===== config.mk =====
export PLATFORM = sky130hd
export DESIGN_NAME = penalty_shooter_top
export DESIGN_NICKNAME = d
export VERILOG_FILES = /design/src/rtl/game_pkg.sv /design/src/rtl/draw_pkg.sv /design/src/rtl/vga_if.sv /design/src/rtl/shot_fsm.sv /design/src/rtl/keeper_overlay.sv /design/src/rtl/penalty_shooter_top.sv
export SDC_FILE = /design/constraint.sdc
export NUM_CORES = 1
export LEC_CHECK = 0
export BUFFER_PORTS_ARGS = -buffer_cell sky130_fd_sc_hd__buf_2
export CAP_MARGIN = 40
export CORE_ASPECT_RATIO = 1.1
export CORE_MARGIN = 1
export CORE_UTILIZATION = 53
export DETAILED_ROUTE_END_ITERATION = 8
export GPL_ROUTABILITY_DRIVEN = 0
export GPL_TIMING_DRIVEN = 0
export HOLD_SLACK_MARGIN = 0.06
export PLACE_DENSITY_LB_ADDON = 0.3
export SYNTH_ARGS = -nofsm -noshare
export SYNTH_HDL_FRONTEND = slang
export SYNTH_HIERARCHICAL = 1
export SYNTH_SLANG_ARGS = --single-unit

===== constraint.sdc =====
create_clock -name clk -period 6 [get_ports clk]
set_clock_uncertainty 0.2 [all_clocks]
set_input_delay 0.6 -clock clk [delete_from_list [all_inputs] [get_ports clk]]
set_output_delay 0.6 -clock clk [all_outputs]
set_load 0.01 [all_outputs]

===== src/rtl/game_pkg.sv =====
/*
 * Game-flow types shared by the shot controller, the top level and the testbench.
 * Also holds the default length of the result hold.
 */
package game_pkg;

    // phase of the whole game, driven from outside
    typedef enum logic [1:0] {
        MENU,
        SHOOTER,
        KEEPER,
        OVER
    } g_state;

    // phase of one shooter round
    typedef enum logic [2:0] {
        IDLE,
        ENGAGE,     // one cycle to confirm the shooter phase
        COUNTDOWN,  // armed, waiting for the click
        RESULT,
        GOAL,
        MISS,
        TERMINATE
    } shoot_state;

    typedef logic [25:0] hold_cnt_t;

    // roughly a quarter second at 50 MHz
    localparam hold_cnt_t hold_default = 26'd13003901;

endpackage


===== src/rtl/draw_pkg.sv =====
/*
 * Screen geometry, goal and keeper rectangles, colours and the keeper tint request.
 * in_box is used both for judging clicks and for painting pixels.
 */
package draw_pkg;

    typedef logic [11:0] coord_t;  // mouse position
    typedef logic [10:0] count_t;  // raster position
    typedef logic [11:0] rgb_t;    // 4 bits per channel

    typedef enum logic [1:0] {
        TINT_NONE,
        TINT_BLUE,
        TINT_GREEN,
        TINT_RED
    } keeper_tint_t;

    localparam coord_t screen_width = 12'd1024;

    // goal mouth, symmetric about the screen centre
    localparam coord_t post_inner_edge = 12'd212;
    localparam coord_t goal_right      = screen_width - post_inner_edge;
    localparam coord_t crossbar_bottom = 12'd200;
    localparam coord_t post_bottom     = 12'd600;

    // fixed keeper box
    localparam coord_t gk_left     = 12'd400;
    localparam coord_t gk_right    = 12'd600;
    localparam coord_t gk_top_y    = 12'd250;
    localparam coord_t gk_bottom_y = 12'd550;

    localparam rgb_t col_blue  = 12'h00F;
    localparam rgb_t col_green = 12'h0F0;
    localparam rgb_t col_red   = 12'hF00;

    // bounds inclusive on all four sides
    function automatic logic in_box(
        input coord_t x,
        input coord_t y,
        input coord_t x_lo,
        input coord_t x_hi,
        input coord_t y_lo,
        input coord_t y_hi
    );
        return (x >= x_lo) && (x <= x_hi) && (y >= y_lo) && (y <= y_hi);
    endfunction

endpackage


===== src/rtl/vga_if.sv =====
/*
 * Free-running VGA pixel stream, one pixel per clock and no back-pressure.
 * The producer takes the out modport and the consumer the in modport.
 */
interface vga_if import draw_pkg::*; ();

    count_t hcount;
    count_t vcount;
    logic   hsync;
    logic   vsync;
    logic   hblnk;
    logic   vblnk;
    rgb_t   rgb;

    modport in (
        input hcount, vcount,
        input hsync, vsync,
        input hblnk, vblnk,
        input rgb
    );

    modport out (
        output hcount, vcount,
        output hsync, vsync,
        output hblnk, vblnk,
        output rgb
    );

endinterface


===== src/rtl/shot_fsm.sv =====
/*
 * Round controller for the shooter. Arms on the shooter phase, judges one click,
 * holds the outcome for hold_cycles + 1 cycles and then closes the round.
 */
module shot_fsm import game_pkg::*, draw_pkg::*; #(
    parameter hold_cnt_t hold_cycles = hold_default
) (
    input  logic         clk,
    input  logic         rst,
    input  g_state       game_state,
    input  logic         left_clicked,
    input  coord_t       xpos,
    input  coord_t       ypos,
    output logic         is_scored,
    output logic         round_done,
    output logic         end_sh,
    output keeper_tint_t keeper_tint
);

    shoot_state   state;
    shoot_state   state_nxt;
    hold_cnt_t    hold_cnt;
    hold_cnt_t    hold_cnt_nxt;
    keeper_tint_t tint_nxt;
    logic         hold_last;
    logic         shot_on_goal;

    assign hold_last = (hold_cnt == hold_cycles);

    // inside the mouth but past the keeper
    assign shot_on_goal =
        in_box(xpos, ypos, post_inner_edge, goal_right, crossbar_bottom, post_bottom) &&
        !in_box(xpos, ypos, gk_left, gk_right, gk_top_y, gk_bottom_y);

    always_comb begin
        state_nxt    = state;
        hold_cnt_nxt = '0;
        case (state)
            IDLE: begin
                if (game_state == SHOOTER) begin
                    state_nxt = ENGAGE;
                end
            end
            ENGAGE: begin
                // drop back if the phase was only a glitch
                if (game_state == SHOOTER) begin
                    state_nxt = COUNTDOWN;
                end else begin
                    state_nxt = IDLE;
                end
            end
            COUNTDOWN: begin
                if (left_clicked) begin
                    state_nxt = RESULT;
                end
            end
            RESULT: begin
                if (shot_on_goal) begin
                    state_nxt = GOAL;
                end else begin
                    state_nxt = MISS;
                end
            end
            GOAL, MISS: begin
                if (hold_last) begin
                    state_nxt = TERMINATE;
                end else begin
                    hold_cnt_nxt = hold_cnt + 26'd1;
                end
            end
            TERMINATE: begin
                state_nxt = IDLE;
            end
            default: begin
                state_nxt = IDLE;
            end
        endcase
    end

    always_comb begin
        case (state)
            COUNTDOWN, RESULT: tint_nxt = TINT_BLUE;
            GOAL:              tint_nxt = TINT_GREEN;
            MISS:              tint_nxt = TINT_RED;
            default:           tint_nxt = TINT_NONE;
        endcase
    end

    always_ff @(posedge clk) begin
        if (rst) begin
            state    <= IDLE;
            hold_cnt <= '0;
        end else begin
            state    <= state_nxt;
            hold_cnt <= hold_cnt_nxt;
        end
    end

    // round outputs trail the state by one cycle
    always_ff @(posedge clk) begin
        if (rst) begin
            is_scored   <= 1'b0;
            round_done  <= 1'b0;
            end_sh      <= 1'b0;
            keeper_tint <= TINT_NONE;
        end else begin
            is_scored   <= (state == GOAL);
            round_done  <= ((state == GOAL) || (state == MISS)) && hold_last;  // last hold cycle
            end_sh      <= (state == TERMINATE);
            keeper_tint <= tint_nxt;
        end
    end

endmodule


===== src/rtl/keeper_overlay.sv =====
/*
 * Paints the keeper box into the passing pixel stream in the colour asked for
 * by the round controller. Every signal goes through one register stage.
 */
module keeper_overlay import draw_pkg::*; (
    input  logic         clk,
    input  logic         rst,
    input  keeper_tint_t keeper_tint,
    vga_if.in            vin,
    vga_if.out           vout
);

    rgb_t tint_rgb;
    rgb_t rgb_nxt;
    logic in_keeper;

    assign in_keeper = in_box(coord_t'(vin.hcount), coord_t'(vin.vcount),
                              gk_left, gk_right, gk_top_y, gk_bottom_y);

    always_comb begin
        case (keeper_tint)
            TINT_BLUE:  tint_rgb = col_blue;
            TINT_GREEN: tint_rgb = col_green;
            TINT_RED:   tint_rgb = col_red;
            default:    tint_rgb = vin.rgb;  // no box drawn
        endcase
    end

    assign rgb_nxt = in_keeper ? tint_rgb : vin.rgb;

    // timing and colour share the same stage so they stay aligned
    always_ff @(posedge clk) begin
        if (rst) begin
            vout.hcount <= '0;
            vout.vcount <= '0;
            vout.hsync  <= 1'b0;
            vout.vsync  <= 1'b0;
            vout.hblnk  <= 1'b0;
            vout.vblnk  <= 1'b0;
            vout.rgb    <= '0;
        end else begin
            vout.hcount <= vin.hcount;
            vout.vcount <= vin.vcount;
            vout.hsync  <= vin.hsync;
            vout.vsync  <= vin.vsync;
            vout.hblnk  <= vin.hblnk;
            vout.vblnk  <= vin.vblnk;
            vout.rgb    <= rgb_nxt;
        end
    end

endmodule


===== src/rtl/penalty_shooter_top.sv =====
/*
 * Shooter side of the penalty game in solo mode: round controller plus keeper overlay.
 * The video stream passes through with one cycle of latency.
 */
module penalty_shooter_top import game_pkg::*, draw_pkg::*; #(
    parameter hold_cnt_t hold_cycles = hold_default
) (
    input  logic   clk,
    input  logic   rst,
    input  g_state game_state,
    input  logic   left_clicked,
    input  coord_t xpos,
    input  coord_t ypos,

    input  count_t hcount_in,
    input  count_t vcount_in,
    input  logic   hsync_in,
    input  logic   vsync_in,
    input  logic   hblnk_in,
    input  logic   vblnk_in,
    input  rgb_t   rgb_in,

    output count_t hcount_out,
    output count_t vcount_out,
    output logic   hsync_out,
    output logic   vsync_out,
    output logic   hblnk_out,
    output logic   vblnk_out,
    output rgb_t   rgb_out,

    output logic   is_scored,
    output logic   round_done,
    output logic   end_sh
);

    keeper_tint_t keeper_tint;

    vga_if vga_in ();
    vga_if vga_out ();

    assign vga_in.hcount = hcount_in;
    assign vga_in.vcount = vcount_in;
    assign vga_in.hsync  = hsync_in;
    assign vga_in.vsync  = vsync_in;
    assign vga_in.hblnk  = hblnk_in;
    assign vga_in.vblnk  = vblnk_in;
    assign vga_in.rgb    = rgb_in;

    assign hcount_out = vga_out.hcount;
    assign vcount_out = vga_out.vcount;
    assign hsync_out  = vga_out.hsync;
    assign vsync_out  = vga_out.vsync;
    assign hblnk_out  = vga_out.hblnk;
    assign vblnk_out  = vga_out.vblnk;
    assign rgb_out    = vga_out.rgb;

    shot_fsm #(
        .hold_cycles(hold_cycles)
    ) shot_fsm_inst (
        .clk,
        .rst,
        .game_state,
        .left_clicked,
        .xpos,
        .ypos,
        .is_scored,
        .round_done,
        .end_sh,
        .keeper_tint
    );

    keeper_overlay keeper_overlay_inst (
        .clk,
        .rst,
        .keeper_tint,
        .vin  (vga_in.in),
        .vout (vga_out.out)
    );

endmodule


==> results.md <==
* Status: complete, no violations
* Final min period at 2.25 ns
* Max-slew violations at 0
* Clock transition at the registers of the reported paths at ~0.07 ns
* Ports at 108
* # port buffers at 107
* Fin area at 3800 um2
* Post-DP Area at ~3600 um2
* Final net count at about 500
* ANT cells at 0
* WP data required at roughly 6.0 ns
* Sequential share of the synthesized area at 48.2%
* Core ar. at ~5400 um2
* Initial antenna violation count at 0
* Hold endpoint: keeper_overlay_inst/vout.rgb[7]
* Synthesis Warnings at 6
* Post-Layout Cell Count at around 520
* Root Buffer: clkbuf_8
* Design Power at about 930 uW
* DR vias/cell at between 5 and 6
* Hold_buf cts at 0
* Gates resized, CTS repair at 0
* Via count at roughly 2,700
* HPWL after detailed placement at just over 5 mm
* Max-cap violations at 0
* Pwr per Cell Area at roughly 250 nW/um2
* Fin. Hold Viols at 0
* Final setup vio count at 0
* GRT Overall Usage at about 22%
* Reg2reg end: shot_fsm_inst/state[0]
* Post-layout util at 70.5%
* Antenna Nets Post-Route at 0
* Slew @ Worst Pin at about 0.67 ns
* CP endpoint kind: register
* Initial core utilization at between 50% and 60%
* Setup bufs post-CTS at 0
* Synth cell count leaders: 72 x dfxtp_1, 31 x nor2_1, 26 x nor2b_1, 16 x nand2_1
* Synth Cell Area at 2990 um2
* Top cells by area, synth: dfxtp_1 48%, nor2b_1 5.4%, xnor2_1 4.4%
* Area Overhead vs Synth at 27.2%
* Number of synthesized register bits at between 70 and 80
* Clock insertion delay at the later pin of the skew report at about 0.34 ns
* Clock tree buffer depth at 2
* Drt drc at 0
* Min-Delay Path Class: in -> reg
* R2r worst-path depth at 6
* Die area at approximately 6000 um2
* Routed WL per cell at around 12 um
* Ys async rst share at 0%
* 1st-iter DRT viols at 124
* Synthesized instance count at 322
* Leading area contributor after synthesis: dfxtp_1
* CTS tree: built
* Top FF cell, synth: dfxtp_1
* R2R Setup Slk at 3.75 ns
* Yosys cell types at 55
* Fmax at around 440 MHz
* Hold Crit Depth at 2
* DP Cell Count at 504
* Fin crit share at between 30% and 40%
* Fraction of layout cells with a size suffix above 1 at about a third
* Hold_sp: rgb_in[7]
* WS Path Type: reg -> reg
* Die height at 80.8 um
* CP Data Arrival Time at ~2.3 ns
* Num CTS Buffers at 9
* RSZ-0062 raised after global routing: no
* Element type at the critical path start: register
* Worst R2R Start: shot_fsm_inst/hold_cnt[0]
* Synthesized Nets at 391
* Most common cell in the netlist: dfxtp_1
* Clock Sinks at 72
* Total Neg Setup Slack at 0 ns
* Total routed wirelength at 6.39 mm
* Pre-Repair DR Iteration Count at 4
* Max VDD drop at 0.000119 V
* Post-synth EDFFs at 0
* Relative slew slack at about 55%
* LEAKAGE at ~1.6 nW
* Largest net degree at the start of global routing at 13
* H-Tree Depth at 3
* Vias in the first global route at 2,403
* First-pass GRT wire length at 10.1 mm
* Site row count at 28
* Gr ovfl total at 0
* CP max FO at 9
* Avg Cell Area, Syn at ~9.3 um2
* Synth top area share at between 40% and 50%
* Die Width at about 74 um
[cells by family after synthesis]
group                      Yosys count  share of synthesized area [%]
buffers and inverters               18                           3.43
DFF                                 72                           48.2
and+or+nand+nor                    155                           28.6
xor gates and xnor gates            19                           5.56
AOI/OAI and AO/OA                   56                           13.3
adders and majority gates            2                          0.837
[worst max path at each step]
stage	startpoint	endpoint	slack, ns	depth (start not counted)
finish	shot_fsm_inst/hold_cnt[0]	shot_fsm_inst/state[0]	3.75	6
global route	shot_fsm_inst/hold_cnt[0]	shot_fsm_inst/state[0]	3.59	6
CTS	shot_fsm_inst/hold_cnt[0]	shot_fsm_inst/state[0]	3.74	6
detailed placement	hcount_in[6]	keeper_overlay_inst/vout.rgb[1]	3.74	5
global placement	shot_fsm_inst/hold_cnt[0]	shot_fsm_inst/state[0]	3.78	6
floorplan	ypos[0]	shot_fsm_inst/state[0]	4.04	5
[power by group]
part	leakage, nW	switching [mW]	total (mW)	internal, mW
combinational	0.869	0.0413	0.0810	0.0397
clock	0.0948	0.168	0.356	0.188
sequential	0.591	0.00389	0.496	0.492
[area by class of cell]
class / instances / area (um2)
clock inverter: 6 / 61.3
multi-input combinational: 232 / 1450
buffer: 8 / 65.1
timing repair buffer: 107 / 536
clock buffer: 9 / 124
sequential: 72 / 1440
fill: 469 / 1590
tap: 75 / 93.8
inverter: 10 / 37.5
[worst max-delay path, stage by stage, from the launching register on]
cell     delay, ns
dfxtp_1       0.40
ha_1          0.19
nor4b_1       0.26
nand3_1       0.20
o41ai_4       0.59
o21ai_2       0.08
a211o_1       0.23
[state kept, by name, summed over array words and instances (netlist names), 2 cells and up]
signal / count
shot_fsm_inst/hold_cnt: 26
shot_fsm_inst/state: 3
keeper_overlay_inst/vout.vcount: 11
keeper_overlay_inst/vout.rgb: 12
shot_fsm_inst/keeper_tint: 2
keeper_overlay_inst/vout.hcount: 11
[layout by cell type, fill, tap and decap left out, types with 4 or more instances in the layout]
| cell type | netlist | routed |
|---|---|---|
| buf_2 | 1 | 108 |
| dfxtp_1 | 72 | 72 |
| nor2_1 | 31 | 31 |
| nor2b_1 | 26 | 26 |
| nand2_1 | 16 | 16 |
| nor3_1 | 15 | 15 |
| xnor2_1 | 15 | 15 |
| o21ai_0 | 14 | 14 |
| nand3_1 | 12 | 12 |
| nand4_1 | 11 | 11 |
| inv_1 | 10 | 10 |
| nor4_1 | 10 | 10 |
| clkbuf_8 | 0 | 9 |
| a21oi_1 | 8 | 8 |
| a211oi_1 | 7 | 7 |
| nand2b_1 | 6 | 6 |
| or3_1 | 5 | 5 |
| o21a_1 | 5 | 5 |
| and2_1 | 5 | 5 |
| buf_6 | 4 | 4 |
| xor2_1 | 4 | 4 |
[per-stage QoR]
stage	setup slack (ns)	hold WS [ns]
after global routing	3.59	0.269
after floorplan	4.04	0.240
final	3.75	0.269
after detailed placement	3.74	0.270
after global placement	3.78	0.256
after CTS	3.74	0.255
[per-layer routing]
layer	part of all wire [%]	routed length, um	track usage (%)	vias to the layer above
li1	-	-	-	1382
met1	43	2740	24.9	1245
met2	49	3120	39.0	91
met3	6.5	415	4.84	10
met4	1.8	118	11.5	0
met5	0	0	0	-
(Power assumes the default switching activity.)
